--- src/rtl/decode_cfg.svh ---
`ifndef DECODE_CFG_SVH
`define DECODE_CFG_SVH

// Data word width of the core and also the instruction word width
`define XLEN 32

// Register index width for the 32 integer registers
`define REG_ADDR_W 5

// Major opcode occupies the low seven bits of every instruction
`define OPCODE_W 7

// Minor function code widths of the R, I, S and B formats
`define FUNCT3_W 3
`define FUNCT7_W 7

`endif

--- src/rtl/rv_isa_pkg.sv ---
`default_nettype none

package rv_isa_pkg;

	`include "decode_cfg.svh"

	typedef logic [`XLEN-1:0] word_t;                    // Instruction or immediate word
	typedef logic [`REG_ADDR_W-1:0] reg_addr_t;          // Integer register index

	// Overlay of the R-type layout on a raw word
	// Other formats reuse the same bit positions for their register fields
	typedef struct packed {
		logic [`FUNCT7_W-1:0] funct7;                    // Bits 31 to 25
		reg_addr_t rs2;                                  // Bits 24 to 20
		reg_addr_t rs1;                                  // Bits 19 to 15
		logic [`FUNCT3_W-1:0] funct3;                    // Bits 14 to 12
		reg_addr_t rd;                                   // Bits 11 to 7
		logic [`OPCODE_W-1:0] opcode;                    // Bits 6 to 0
	} inst_fields_t;

	typedef enum logic [`OPCODE_W-1:0] {
		OPC_LUI      = 7'b0110111,
		OPC_AUIPC    = 7'b0010111,
		OPC_JAL      = 7'b1101111,
		OPC_JALR     = 7'b1100111,
		OPC_BRANCH   = 7'b1100011,
		OPC_LOAD     = 7'b0000011,
		OPC_STORE    = 7'b0100011,
		OPC_OP_IMM   = 7'b0010011,
		OPC_OP       = 7'b0110011,
		OPC_MISC_MEM = 7'b0001111,
		OPC_SYSTEM   = 7'b1110011
	} opcode_e;

	localparam logic [`FUNCT7_W-1:0] F7_BASE   = 7'h00;  // Normal ALU and shift encodings
	localparam logic [`FUNCT7_W-1:0] F7_ALT    = 7'h20;  // Selects SUB and SRA
	localparam logic [`FUNCT7_W-1:0] F7_MULDIV = 7'h01;  // Marks the RV32M group

	localparam logic [`FUNCT3_W-1:0] F3_ADD_SUB = 3'd0;  // Integer computational group
	localparam logic [`FUNCT3_W-1:0] F3_SLL     = 3'd1;
	localparam logic [`FUNCT3_W-1:0] F3_SLT     = 3'd2;
	localparam logic [`FUNCT3_W-1:0] F3_SLTU    = 3'd3;
	localparam logic [`FUNCT3_W-1:0] F3_XOR     = 3'd4;
	localparam logic [`FUNCT3_W-1:0] F3_SRL_SRA = 3'd5;
	localparam logic [`FUNCT3_W-1:0] F3_OR      = 3'd6;
	localparam logic [`FUNCT3_W-1:0] F3_AND     = 3'd7;

	localparam logic [`FUNCT3_W-1:0] F3_BEQ  = 3'd0;     // Conditional branch group
	localparam logic [`FUNCT3_W-1:0] F3_BNE  = 3'd1;
	localparam logic [`FUNCT3_W-1:0] F3_BLT  = 3'd4;
	localparam logic [`FUNCT3_W-1:0] F3_BGE  = 3'd5;
	localparam logic [`FUNCT3_W-1:0] F3_BLTU = 3'd6;
	localparam logic [`FUNCT3_W-1:0] F3_BGEU = 3'd7;

	localparam logic [`FUNCT3_W-1:0] F3_B  = 3'd0;       // Access sizes shared by loads and stores
	localparam logic [`FUNCT3_W-1:0] F3_H  = 3'd1;
	localparam logic [`FUNCT3_W-1:0] F3_W  = 3'd2;
	localparam logic [`FUNCT3_W-1:0] F3_BU = 3'd4;       // Zero-extending loads only
	localparam logic [`FUNCT3_W-1:0] F3_HU = 3'd5;

	localparam logic [`FUNCT3_W-1:0] F3_FENCE = 3'd0;    // FENCE.I is not part of RV32I

	localparam word_t ECALL_WORD  = 32'h0000_0073;       // The only legal ECALL encoding
	localparam word_t EBREAK_WORD = 32'h0010_0073;       // The only legal EBREAK encoding

	typedef enum logic [2:0] {
		IMM_NONE = 3'd0,                                 // R-type and no-op words carry no immediate
		IMM_I    = 3'd1,
		IMM_S    = 3'd2,
		IMM_B    = 3'd3,
		IMM_U    = 3'd4,
		IMM_J    = 3'd5
	} imm_fmt_e;

endpackage

`default_nettype wire

--- src/rtl/decode_ctrl_pkg.sv ---
`default_nettype none

package decode_ctrl_pkg;

	import rv_isa_pkg::*;

	typedef enum logic [3:0] {
		ALU_ADD  = 4'd0,                                 // Also the address adder for loads and stores
		ALU_SUB  = 4'd1,
		ALU_INC  = 4'd2,                                 // PC plus four for the link register
		ALU_SEQ  = 4'd3,
		ALU_SNE  = 4'd4,
		ALU_SLT  = 4'd5,
		ALU_SGE  = 4'd6,
		ALU_SLTU = 4'd7,
		ALU_SGEU = 4'd8,
		ALU_XOR  = 4'd9,
		ALU_OR   = 4'd10,
		ALU_AND  = 4'd11,
		ALU_SLL  = 4'd12,
		ALU_SRL  = 4'd13,
		ALU_SRA  = 4'd14
	} alu_op_e;

	// Nine codes including the idle one need a fourth bit
	typedef enum logic [3:0] {
		MEM_NONE = 4'd0,
		MEM_LB   = 4'd1,
		MEM_LH   = 4'd2,
		MEM_LW   = 4'd3,
		MEM_LBU  = 4'd4,
		MEM_LHU  = 4'd5,
		MEM_SB   = 4'd6,
		MEM_SH   = 4'd7,
		MEM_SW   = 4'd8
	} mem_op_e;

	typedef enum logic [1:0] {
		UMULL  = 2'd0,                                   // Low word which is sign agnostic
		SMULH  = 2'd1,
		SUMULH = 2'd2,                                   // Signed rs1 times unsigned rs2
		UMULH  = 2'd3
	} mul_op_e;

	typedef enum logic [1:0] {
		SDIV = 2'd0,
		UDIV = 2'd1,
		SREM = 2'd2,
		UREM = 2'd3
	} div_op_e;

	typedef enum logic [2:0] {
		WB_ALU = 3'd0,
		WB_MEM = 3'd1,
		WB_MUL = 3'd2,
		WB_DIV = 3'd3
	} wb_src_e;

	typedef struct packed {
		reg_addr_t rs1_addr;                             // Raw rs1 field whether read or not
		logic      rs1_access;
		reg_addr_t rs2_addr;                             // Raw rs2 field whether read or not
		logic      rs2_access;
		reg_addr_t rd_addr;                              // Raw rd field whether written or not
		logic      rd_access;
		logic      sel_pc;                               // ALU operand A is the PC instead of rs1
		logic      sel_im;                               // ALU operand B is the immediate
		wb_src_e   wb_src;
		alu_op_e   alu_op;
		mem_op_e   mem_op;
		mul_op_e   mul_op;
		div_op_e   div_op;
		logic      jump_ena;                             // Branch or jump unit takes part
		logic      jump_ind;                             // Target is rs1 plus immediate
		logic      jump_alw;                             // Unconditional transfer
		logic      illegal_inst;
	} decode_ctrl_t;

	localparam decode_ctrl_t CTRL_NOP = '0;              // Every field idle

endpackage

`default_nettype wire

--- src/rtl/base_decoder.sv ---
`timescale 1ns/1ps
`default_nettype none

module base_decoder
	import rv_isa_pkg::*;
	import decode_ctrl_pkg::*;
(
	input  word_t        ir,
	output logic         base_hit,
	output decode_ctrl_t base_ctrl,
	output imm_fmt_e     imm_fmt
);

	inst_fields_t f;
	logic         f7_base;                               // Upper bits are all zero
	logic         f7_alt;                                // Upper bits select SUB or SRA

	assign f       = inst_fields_t'(ir);
	assign f7_base = (f.funct7 == F7_BASE);
	assign f7_alt  = (f.funct7 == F7_ALT);

	always_comb begin
		base_ctrl = CTRL_NOP;
		base_hit  = 1'b0;
		imm_fmt   = IMM_NONE;
		case (f.opcode)
			OPC_LUI, OPC_AUIPC: begin
				base_hit           = 1'b1;
				imm_fmt            = IMM_U;
				base_ctrl.rd_access = 1'b1;
				base_ctrl.sel_im   = 1'b1;               // Result is zero or PC plus the immediate
				base_ctrl.sel_pc   = (f.opcode == OPC_AUIPC);
				base_ctrl.alu_op   = ALU_ADD;
			end
			OPC_JAL, OPC_JALR: begin
				base_hit             = (f.opcode == OPC_JAL) || (f.funct3 == 3'd0);
				imm_fmt              = (f.opcode == OPC_JAL) ? IMM_J : IMM_I;
				base_ctrl.rs1_access = (f.opcode == OPC_JALR); // Only JALR has a register base
				base_ctrl.rd_access  = 1'b1;
				base_ctrl.sel_pc     = 1'b1;             // The ALU forms the link address
				base_ctrl.alu_op     = ALU_INC;
				base_ctrl.jump_ena   = 1'b1;
				base_ctrl.jump_ind   = (f.opcode == OPC_JALR);
				base_ctrl.jump_alw   = 1'b1;
			end
			OPC_BRANCH: begin
				base_hit             = 1'b1;
				imm_fmt              = IMM_B;
				base_ctrl.rs1_access = 1'b1;
				base_ctrl.rs2_access = 1'b1;
				base_ctrl.jump_ena   = 1'b1;             // The ALU compare decides the jump
				case (f.funct3)
					F3_BEQ:  base_ctrl.alu_op = ALU_SEQ;
					F3_BNE:  base_ctrl.alu_op = ALU_SNE;
					F3_BLT:  base_ctrl.alu_op = ALU_SLT;
					F3_BGE:  base_ctrl.alu_op = ALU_SGE;
					F3_BLTU: base_ctrl.alu_op = ALU_SLTU;
					F3_BGEU: base_ctrl.alu_op = ALU_SGEU;
					default: base_hit = 1'b0;            // Codes 2 and 3 are reserved
				endcase
			end
			OPC_LOAD: begin
				base_hit             = 1'b1;
				imm_fmt              = IMM_I;
				base_ctrl.rs1_access = 1'b1;
				base_ctrl.rd_access  = 1'b1;
				base_ctrl.sel_im     = 1'b1;             // Address is rs1 plus the offset
				base_ctrl.wb_src     = WB_MEM;
				base_ctrl.alu_op     = ALU_ADD;
				case (f.funct3)
					F3_B:    base_ctrl.mem_op = MEM_LB;
					F3_H:    base_ctrl.mem_op = MEM_LH;
					F3_W:    base_ctrl.mem_op = MEM_LW;
					F3_BU:   base_ctrl.mem_op = MEM_LBU;
					F3_HU:   base_ctrl.mem_op = MEM_LHU;
					default: base_hit = 1'b0;
				endcase
			end
			OPC_STORE: begin
				base_hit             = 1'b1;
				imm_fmt              = IMM_S;
				base_ctrl.rs1_access = 1'b1;
				base_ctrl.rs2_access = 1'b1;             // Store data comes from rs2
				base_ctrl.sel_im     = 1'b1;
				base_ctrl.wb_src     = WB_MEM;
				base_ctrl.alu_op     = ALU_ADD;
				case (f.funct3)
					F3_B:    base_ctrl.mem_op = MEM_SB;
					F3_H:    base_ctrl.mem_op = MEM_SH;
					F3_W:    base_ctrl.mem_op = MEM_SW;
					default: base_hit = 1'b0;
				endcase
			end
			OPC_OP_IMM: begin
				base_hit             = 1'b1;
				imm_fmt              = IMM_I;            // Shift amounts sit in the low imm bits
				base_ctrl.rs1_access = 1'b1;
				base_ctrl.rd_access  = 1'b1;
				base_ctrl.sel_im     = 1'b1;
				case (f.funct3)
					F3_ADD_SUB: base_ctrl.alu_op = ALU_ADD;
					F3_SLT:     base_ctrl.alu_op = ALU_SLT;
					F3_SLTU:    base_ctrl.alu_op = ALU_SLTU;
					F3_XOR:     base_ctrl.alu_op = ALU_XOR;
					F3_OR:      base_ctrl.alu_op = ALU_OR;
					F3_AND:     base_ctrl.alu_op = ALU_AND;
					F3_SLL: begin
						base_hit         = f7_base;      // SLLI has no alternate form
						base_ctrl.alu_op = ALU_SLL;
					end
					F3_SRL_SRA: begin
						base_hit         = f7_base || f7_alt;
						base_ctrl.alu_op = f7_alt ? ALU_SRA : ALU_SRL;
					end
				endcase
			end
			OPC_OP: begin
				base_hit             = f7_base;          // Most ops accept only a zero funct7
				base_ctrl.rs1_access = 1'b1;
				base_ctrl.rs2_access = 1'b1;
				base_ctrl.rd_access  = 1'b1;
				case (f.funct3)
					F3_ADD_SUB: begin
						base_hit         = f7_base || f7_alt;
						base_ctrl.alu_op = f7_alt ? ALU_SUB : ALU_ADD;
					end
					F3_SLL:     base_ctrl.alu_op = ALU_SLL;
					F3_SLT:     base_ctrl.alu_op = ALU_SLT;
					F3_SLTU:    base_ctrl.alu_op = ALU_SLTU;
					F3_XOR:     base_ctrl.alu_op = ALU_XOR;
					F3_OR:      base_ctrl.alu_op = ALU_OR;
					F3_AND:     base_ctrl.alu_op = ALU_AND;
					F3_SRL_SRA: begin
						base_hit         = f7_base || f7_alt;
						base_ctrl.alu_op = f7_alt ? ALU_SRA : ALU_SRL;
					end
				endcase
			end
			OPC_MISC_MEM: base_hit = (f.funct3 == F3_FENCE); // Ordering fields are ignored
			OPC_SYSTEM:   base_hit = (ir == ECALL_WORD) || (ir == EBREAK_WORD);
			default:      base_hit = 1'b0;
		endcase
		if (!base_hit) begin
			base_ctrl = CTRL_NOP;                        // A miss leaves nothing half decoded
			imm_fmt   = IMM_NONE;
		end
		base_ctrl.rs1_addr = f.rs1;                      // Register fields pass through raw
		base_ctrl.rs2_addr = f.rs2;
		base_ctrl.rd_addr  = f.rd;
	end

endmodule

`default_nettype wire

--- src/rtl/decode_stage_reg.sv ---
`timescale 1ns/1ps
`default_nettype none

module decode_stage_reg
	import rv_isa_pkg::*;
	import decode_ctrl_pkg::*;
(
	input  logic         clk,
	input  logic         rst_n,
	input  logic         ir_valid,
	input  logic         base_hit,
	input  logic         md_hit,
	input  decode_ctrl_t base_ctrl,
	input  decode_ctrl_t md_ctrl,
	input  word_t        imm,
	output logic         id_valid,
	output decode_ctrl_t id_ctrl,
	output word_t        id_imm
);

	decode_ctrl_t ctrl_d;                                // Merged control word before the flops
	word_t        imm_d;

	always_comb begin
		ctrl_d = CTRL_NOP;
		imm_d  = '0;
		if (base_hit) begin
			ctrl_d = base_ctrl;
			imm_d  = imm;
		end else if (md_hit) begin
			ctrl_d = md_ctrl;
			imm_d  = imm;                                // Already zero for R-type words
		end else begin
			ctrl_d.illegal_inst = 1'b1;                  // Neither group claimed the word
			ctrl_d.rs1_addr     = base_ctrl.rs1_addr;    // Both decoders carry the raw fields
			ctrl_d.rs2_addr     = base_ctrl.rs2_addr;
			ctrl_d.rd_addr      = base_ctrl.rd_addr;
		end
	end

	always_ff @(posedge clk or negedge rst_n) begin
		if (!rst_n) begin
			id_valid <= 1'b0;
			id_ctrl  <= CTRL_NOP;
			id_imm   <= '0;
		end else begin
			id_valid <= ir_valid;                        // Strobe follows the word by one cycle
			if (ir_valid) begin
				id_ctrl <= ctrl_d;                       // Outputs hold across gaps
				id_imm  <= imm_d;
			end
		end
	end

endmodule

`default_nettype wire

--- src/rtl/imm_gen.sv ---
`timescale 1ns/1ps
`default_nettype none

`include "decode_cfg.svh"

module imm_gen
	import rv_isa_pkg::*;
(
	input  word_t    ir,
	input  imm_fmt_e imm_fmt,
	output word_t    imm
);

	word_t imm_i;                                        // Loads, JALR and ALU immediates
	word_t imm_s;                                        // Stores split the offset around rd
	word_t imm_b;                                        // Branch offsets in halfword units
	word_t imm_u;                                        // Upper twenty bits for LUI and AUIPC
	word_t imm_j;                                        // JAL offsets in halfword units

	// Bit 31 is the sign in every format so the replication always starts there
	assign imm_i = {{(`XLEN-11){ir[31]}}, ir[30:20]};
	assign imm_s = {{(`XLEN-11){ir[31]}}, ir[30:25], ir[11:7]};
	assign imm_b = {{(`XLEN-12){ir[31]}}, ir[7], ir[30:25], ir[11:8], 1'b0};
	assign imm_u = {ir[31:12], 12'h000};
	assign imm_j = {{(`XLEN-20){ir[31]}}, ir[19:12], ir[20], ir[30:21], 1'b0};

	always_comb begin
		case (imm_fmt)
			IMM_I:   imm = imm_i;
			IMM_S:   imm = imm_s;
			IMM_B:   imm = imm_b;
			IMM_U:   imm = imm_u;
			IMM_J:   imm = imm_j;
			default: imm = '0;                           // Unused format codes also give zero
		endcase
	end

endmodule

`default_nettype wire

--- src/rtl/inst_decoder.sv ---
`timescale 1ns/1ps
`default_nettype none

module inst_decoder
	import rv_isa_pkg::*;
	import decode_ctrl_pkg::*;
(
	input  logic         clk,
	input  logic         rst_n,
	input  word_t        ir,
	input  logic         ir_valid,
	output logic         id_valid,
	output decode_ctrl_t id_ctrl,
	output word_t        id_imm
);

	logic         base_hit;                              // RV32I match
	decode_ctrl_t base_ctrl;
	imm_fmt_e     imm_fmt;                               // Format chosen by the base decoder
	word_t        imm;
	logic         md_hit;                                // RV32M match
	decode_ctrl_t md_ctrl;

	base_decoder u_base_decoder (
		.ir        (ir),
		.base_hit  (base_hit),
		.base_ctrl (base_ctrl),
		.imm_fmt   (imm_fmt)
	);

	muldiv_decoder u_muldiv_decoder (
		.ir      (ir),
		.md_hit  (md_hit),
		.md_ctrl (md_ctrl)
	);

	imm_gen u_imm_gen (
		.ir      (ir),
		.imm_fmt (imm_fmt),
		.imm     (imm)
	);

	decode_stage_reg u_decode_stage_reg (
		.clk       (clk),
		.rst_n     (rst_n),
		.ir_valid  (ir_valid),
		.base_hit  (base_hit),
		.md_hit    (md_hit),
		.base_ctrl (base_ctrl),
		.md_ctrl   (md_ctrl),
		.imm       (imm),
		.id_valid  (id_valid),
		.id_ctrl   (id_ctrl),
		.id_imm    (id_imm)
	);

endmodule

`default_nettype wire

--- src/rtl/muldiv_decoder.sv ---
`timescale 1ns/1ps
`default_nettype none

module muldiv_decoder
	import rv_isa_pkg::*;
	import decode_ctrl_pkg::*;
(
	input  word_t        ir,
	output logic         md_hit,
	output decode_ctrl_t md_ctrl
);

	inst_fields_t f;

	assign f = inst_fields_t'(ir);

	// Every funct3 value is defined once the opcode and funct7 match
	assign md_hit = (f.opcode == OPC_OP) && (f.funct7 == F7_MULDIV);

	always_comb begin
		md_ctrl          = CTRL_NOP;
		md_ctrl.rs1_addr = f.rs1;                        // Raw fields even on a miss
		md_ctrl.rs2_addr = f.rs2;
		md_ctrl.rd_addr  = f.rd;
		if (md_hit) begin
			md_ctrl.rs1_access = 1'b1;
			md_ctrl.rs2_access = 1'b1;
			md_ctrl.rd_access  = 1'b1;
			// Bit 2 of funct3 splits the group and the low bits follow the enum order
			if (f.funct3[2]) begin
				md_ctrl.wb_src = WB_DIV;                 // DIV DIVU REM REMU
				md_ctrl.div_op = div_op_e'(f.funct3[1:0]);
			end else begin
				md_ctrl.wb_src = WB_MUL;                 // MUL MULH MULHSU MULHU
				md_ctrl.mul_op = mul_op_e'(f.funct3[1:0]);
			end
		end
	end

endmodule

`default_nettype wire

--- config.mk ---
export PLATFORM = sky130hd
export DESIGN_NAME = inst_decoder
export DESIGN_NICKNAME = d
export VERILOG_FILES = /design/src/rtl/rv_isa_pkg.sv /design/src/rtl/decode_ctrl_pkg.sv /design/src/rtl/base_decoder.sv /design/src/rtl/decode_stage_reg.sv /design/src/rtl/imm_gen.sv /design/src/rtl/inst_decoder.sv /design/src/rtl/muldiv_decoder.sv
export VERILOG_INCLUDE_DIRS = /design/src /design/src/rtl
export SDC_FILE = /design/constraint.sdc
export NUM_CORES = 1
export LEC_CHECK = 0
export BUFFER_PORTS_ARGS = -buffer_cell sky130_fd_sc_hd__buf_2
export CAP_MARGIN = 25
export CELL_PAD_IN_SITES_DETAIL_PLACEMENT = 1
export CELL_PAD_IN_SITES_GLOBAL_PLACEMENT = 2
export CORE_MARGIN = 2
export CORE_UTILIZATION = 33
export DETAILED_ROUTE_END_ITERATION = 12
export PLACE_DENSITY_LB_ADDON = 0.08
export SETUP_SLACK_MARGIN = 0.02
export SLEW_MARGIN = 5
export SYNTH_ARGS = -nofsm -noshare
export SYNTH_HDL_FRONTEND = slang
export SYNTH_SLANG_ARGS = --single-unit
--- constraint.sdc ---
create_clock -name clk -period 1 [get_ports clk]
set_input_delay 0.2 -clock clk [delete_from_list [all_inputs] [get_ports clk]]
set_output_delay 0.2 -clock clk [all_outputs]
set_load 0.1 [all_outputs]
==> flow_summary.ini, run 1 <==
[run_status]
status = complete, but fails checks
violations = setup timing

[global_route]
first_global_vias = 4685
antenna_found_initial = 0
grt_max_degree = 72
globalRoute.totalOverflow = 0
grt_pass1_wl_mm = 27.71
gr-usage-all-layers_pct = 31.35

[power]
finalPower_mw = 8.846
p_leak_nw = 3.298
powerDensity_nw_per_um2 = 1135
peakVddDrop_uv = 628.4

[placement]
placed_cells = 709
dpl.hpwl_mm = 11.92
place_ws_ps = -1201
portBuffers = 105
routabilityCongestion = 0.8425

[timing]
holdWs_ps = 58.25
hold_viol = 0
fin_ws_ps = -815.9
rsz0062_at_grt = true
slew_headroom_pct = 68.25
setup_viol = 127
slew_violations = 0
max_freq_mhz = 550.7
fin_crit_ps = 1816
clock_skew_ps = 0
setup_tns_ps = -46670
min_period_over_period_pct = 181.6
worstMarginPinSlew_ps = 464.2

[critical_path]
start_kind = input port
endpoint_kind = register
cp_cell_sequence = buf_4 -> buf_4 -> nor2_1 -> o211ai_1 -> nor2b_4 -> nand4_4 -> buf_6 -> buf_12 -> nor2b_4 -> mux2_4
cpMaxStageDelayCell = o211ai_1
worst_ep_required_time_ps = 1250
critPathTopFamily = simple AND/OR/NAND/NOR gates
cp.arrival_ps = 2060
critical_path.max_fanout = 7
worst-setup-path-type = input port to register
critPathMaxStageDelay_ps = 360
path_buf_inv = 4

[finish]
drive_gt1_share_pct = 69.58
fill_cells = 1049
multi_input_area_um2 = 2405
ff_latch_area_um2 = 1889
final_cells = 781
nets = 671
area_growth_pct = 111.9
antennaDiodeCount = 0

[logic_synthesis]
synth_edf_count = 0
yosys_warnings = 0
synth-seq-cells = 71
synth_top_area_share_pct = 48.30
netlist_top_cells_area = dfrtp_1 48%, nand2_1 5.6%, mux2_2 5.2%
ys_async_sr_fraction_pct = 100.0
synth_area_um2 = 3679
synth_largest_area_cell = dfrtp_1
yosys_most_used_dff = dfrtp_1
yosys.cell_types.count = 60
yosysSeqAreaShare_pct = 48.30
syn_avg_cell_area_um2 = 9.605
synthCells = 383
yosysMostFrequentCell = dfrtp_1
synth_common_cells = 71 x dfrtp_1, 55 x nand2_1, 46 x nor2_1
syn-num-nets = 418

[die]
initial_utilization_pct = 33.93
rows = 38
ios = 107
core_um2 = 10840
die_y_um = 109.6
die_area_um2 = 12010
die_w_um = 109.6

[cts]
cts.sinks = 71
clk_latency_ps = 360
clk_path_buf_depth = 2
htreeDepth = 3
cts_buffers = 9
cts_tree = done
clkTransAtPathRegs_ps = 80
root_buffer = clkbuf_8

[run]
cap_violations = 0

[detailed_routing]
vias = 4630
drt_wl_total_mm = 22.71
drc = 0
ant_nets = 0
first_iter_violations = 326
drt-vias-per-instance = 5.928
wl_per_cell_um = 29.08
firstDrtPassIters = 5

[worst_hold_path]
holdCritPathClass = input port to register
-- logic make-up after synthesis --
group	Yosys count	share of synthesized area [%]
flops	71	48.30
mux	18	5.476
other cells	1	0.1019
buf+inv	40	4.728
simple gates	156	20.68
xor+xnor	2	0.4763
compound gates	95	20.24
-- worst paths after layout --
kind / slack, ps / cells after the start / start / endpoint
worst max-delay path: -820 / 10 / ir[12] / u_decode_stage_reg.id_ctrl[1]
worst min-delay path: 60 / 1 / ir_valid / u_decode_stage_reg.id_valid
worst max register to register: -90 / 3 / u_decode_stage_reg.id_imm[30] / u_decode_stage_reg.id_imm[30]
worst min register to register: 540 / 2 / u_decode_stage_reg.id_ctrl[10] / u_decode_stage_reg.id_ctrl[10]
max in group asynchronous: 180 / 3 / rst_n / u_decode_stage_reg.id_ctrl[24]
min in group asynchronous: 420 / 3 / rst_n / u_decode_stage_reg.id_imm[28]
-- registers in the layout, indices dropped and copies added, names as in the netlist --
signal / cells
u_decode_stage_reg.id_imm: 32
u_decode_stage_reg.id_ctrl: 38
u_decode_stage_reg.id_valid: 1
-- metal layers --
metal  track usage [%]  part of all wire (%)  vias to the layer above
li1                  -                     -                     1881
met1             36.48                    38                     2374
met2             55.95                    50                      273
met3             4.624                   5.6                      102
met4             15.55                   6.3                        0
met5                 0                     0                        -
-- power breakdown --
group / switching [mW] / leakage [nW] / internal, mW
clock network: 1.30 / 0.0918 / 0.958
registers: 0.201 / 0.835 / 3.06
logic: 2.04 / 2.37 / 1.28
-- metrics by stage --
stage	util [%]	area [um2]
finish	71.90	7794
global route	71.90	7794
CTS	67.05	7268
detailed placement	59.42	6441
global placement	59.42	6441
floorplan	-	3966
-- cell type report --
cell class                      instances  share of cell area, %
Clock buffer                           10                  1.766
Timing Repair Buffer                  271                  39.89
Inverter                               11                 0.5298
Sequential cell                        71                  24.24
Tap cell                              140                  2.248
Multi-Input combinational cell        272                  30.86
Clock inverter                          6                 0.4656
-- repair_timing --
item,CTS,global route
pin swaps,36,23
cloned,1,0
endpoints found under the setup margin,124,130
buffers inserted,34,24
resized for setup,67,72
endpoints found under the hold margin,71,0
hold buffers,1,0
-- worst register-to-register path, cell delays in order (launching register included) --
cell and delay [ps]:
dfrtp_1 440, buf_4 170, nor2_1 270, a31oi_4 80
-- layout by cell type, fill, tap and decap left out, types with 3 or more instances in the layout --
cell         n
a21oi_1      7
a22o_1       8
a31oi_1      8
a31oi_4     14
and2_1       4
buf_12      78
buf_2       22
buf_4      137
buf_6       27
buf_8        4
clkbuf_8    10
clkinv_2     4
dfrtp_1     11
dfrtp_2     45
dfrtp_4     15
inv_1        9
mux2_2      11
mux2_4       6
nand2_1     51
nand2_2      3
nand3_1      4
nand3_2      4
nand3_4      4
nand4_1      3
nor2_1      43
nor2_4       3
nor2b_4      3
nor3_1       3
nor3_4       3
nor4_4       3
o211ai_1     4
o21ai_0      5
o21ai_1      5
o21ai_2      4
o2bb2ai_2    6
o2bb2ai_4    7
Power figures use the tool's default switching activity.
==> inputs of run 2 (changes only) <==
==> constraint.sdc (replaced) <==
create_clock -name clk -period 2.3 [get_ports clk]
set_input_delay 0.46 -clock clk [delete_from_list [all_inputs] [get_ports clk]]
set_output_delay 0.46 -clock clk [all_outputs]
set_load 0.1 [all_outputs]
==> flow_summary.ini, run 2 (same netlist as run 1, synthesis figures left out) <==
[cts]
clkTransAtPathRegs_ps = 80
root_buffer = clkbuf_8
cts_tree = done
postCtsSetupRepairBufs = 0
cts.sinks = 71
htreeDepth = 3
holdBufCountCts = 0
post_cts_resized = 0
clk_latency_ps = 360
cts_buffers = 9
clk_path_buf_depth = 2

[die]
die_area_um2 = 12010
die_y_um = 109.6
initial_utilization_pct = 33.93
ios = 107
rows = 38
core_um2 = 10840
die_w_um = 109.6

[timing]
worstMarginPinSlew_ps = 530.1
slew_violations = 0
rsz0062_at_grt = false
clock_skew_ps = 0
setup_tns_ps = 0
max_freq_mhz = 483.9
fin_crit_ps = 2066
slew_headroom_pct = 64.66
hold_viol = 0
min_period_over_period_pct = 89.85
setup_viol = 0
fin_ws_ps = 233.5

[global_route]
grt_max_degree = 96
grt_pass1_wl_mm = 19.58
gr-usage-all-layers_pct = 21.62
globalRoute.totalOverflow = 0
first_global_vias = 3685
antenna_found_initial = 0

[finish]
final_cells = 677
mostFrequentLayoutCells = 103 x buf_2, 71 x dfrtp_1, 60 x buf_4, 55 x nand2_1, 46 x nor2_1
fill_cells = 1327
area_growth_pct = 36.22
reg.largest.list = u_decode_stage_reg.id_ctrl (38), u_decode_stage_reg.id_imm (32), u_decode_stage_reg.id_valid (1)
antennaDiodeCount = 0
largest_reg_flops = 38
largest_register = u_decode_stage_reg.id_ctrl
drive_gt1_share_pct = 41.53
final_common_cell = buf_2
nets = 567

[critical_path]
cpMaxStageDelayCell = or4_4
endpoint_kind = register
r2r_start = u_decode_stage_reg.id_ctrl[22]
worst_ep_required_time_ps = 2600
critical_path.max_fanout = 10
worst-setup-path-type = input port to register
crit_start = ir[26]
cp.arrival_ps = 2370
path_buf_inv = 3
rrSetupSlack_ps = 1530
critPathMaxStageDelay_ps = 560
cp_cell_sequence = buf_2 -> nor4_2 -> buf_4 -> nand2_1 -> or4_4 -> nand4_4 -> buf_12 -> nor2b_1 -> mux2_2
start_kind = input port
critPathTopFamily = simple AND/OR/NAND/NOR gates

[detailed_routing]
firstDrtPassIters = 4
first_iter_violations = 133
wl_per_cell_um = 18.07
vias = 3521
drt_wl_total_mm = 12.23
drc = 0
ant_nets = 0
drt-vias-per-instance = 5.201

[power]
clockPowerShare_pct = 35.5
p_comb_share_pct = 26.2
p_seq_share_pct = 38.3
p_sw_mw = 1.269
internal-power_mw = 2.237
powerDensity_nw_per_um2 = 699.5
peakVddDrop_uv = 311.9
p_sw_share_pct = 36.19
p_leak_nw = 2.361
finalPower_mw = 3.505

[placement]
routabilityCongestion = 0.8649
portBuffers = 105
place_ws_ps = -135.4
dpl.hpwl_mm = 9.450
placed_cells = 661

[run_status]
status = complete, no violations

[worst_hold_path]
holdCritPathClass = input port to async pin

[run]
cap_violations = 0
run 2: changes by cell type in the layout (fill, tap and decap cells not counted), sizes merged:
cell	before	now
buf	269	167
bufinv	0	3
clkinv	5	2
clkbuf	11	9
dlygate4sd3	1	0
inv	11	12
run 2: metrics by stage:
step	hold slack (ps)	utilization (%)	area (um2)
after CTS	76.85	46.23	5011
after detailed placement	466.3	43.98	4767
after global placement	464.3	43.98	4767
final	74.99	46.23	5011
after floorplan	164.4	-	3679
after global routing	95.86	46.23	5011
run 2: power by group through the flow:
stage	Clock [mW]	Sequential [mW]	Combinational, mW
2_1_floorplan	0	1.82	0.195
3_3_place_gp	0	1.36	0.918
3_5_place_dp	0	1.37	0.925
4_1_cts	1.28	1.34	0.927
5_1_grt	1.33	1.35	0.971
6_report	1.24	1.34	0.919
run 2: worst paths after layout:
check                                            endpoint  cells after the start
min reg2reg                 u_decode_stage_reg.id_ctrl[4]                      1
min                         u_decode_stage_reg.id_ctrl[9]                      1
max in group asynchronous   u_decode_stage_reg.id_imm[14]                      2
max reg2reg                u_decode_stage_reg.id_ctrl[22]                      1
min in group clk           u_decode_stage_reg.id_ctrl[23]                      2
max                         u_decode_stage_reg.id_ctrl[1]                      9
run 2: routing by layer:
metal  vias to the layer above  track usage, %  wire (um)
met5                         -               0          0
met4                         0           7.233        184
met3                        10           3.142        426
met2                        77           36.77       6037
met1                      1756           28.18       5582
li1                       1678               -          -
run 2: area by class of cell:
type | instances | area [um2] | area share (%)
Sequential cell | 71 | 1777 | 35.46
Multi-Input combinational cell | 272 | 1728 | 34.48
Timing Repair Buffer | 167 | 1046 | 20.87
Tap cell | 140 | 175.2 | 3.496
Clock buffer | 9 | 123.9 | 2.472
Clock inverter | 7 | 120.1 | 2.397
Inverter | 11 | 41.29 | 0.8240
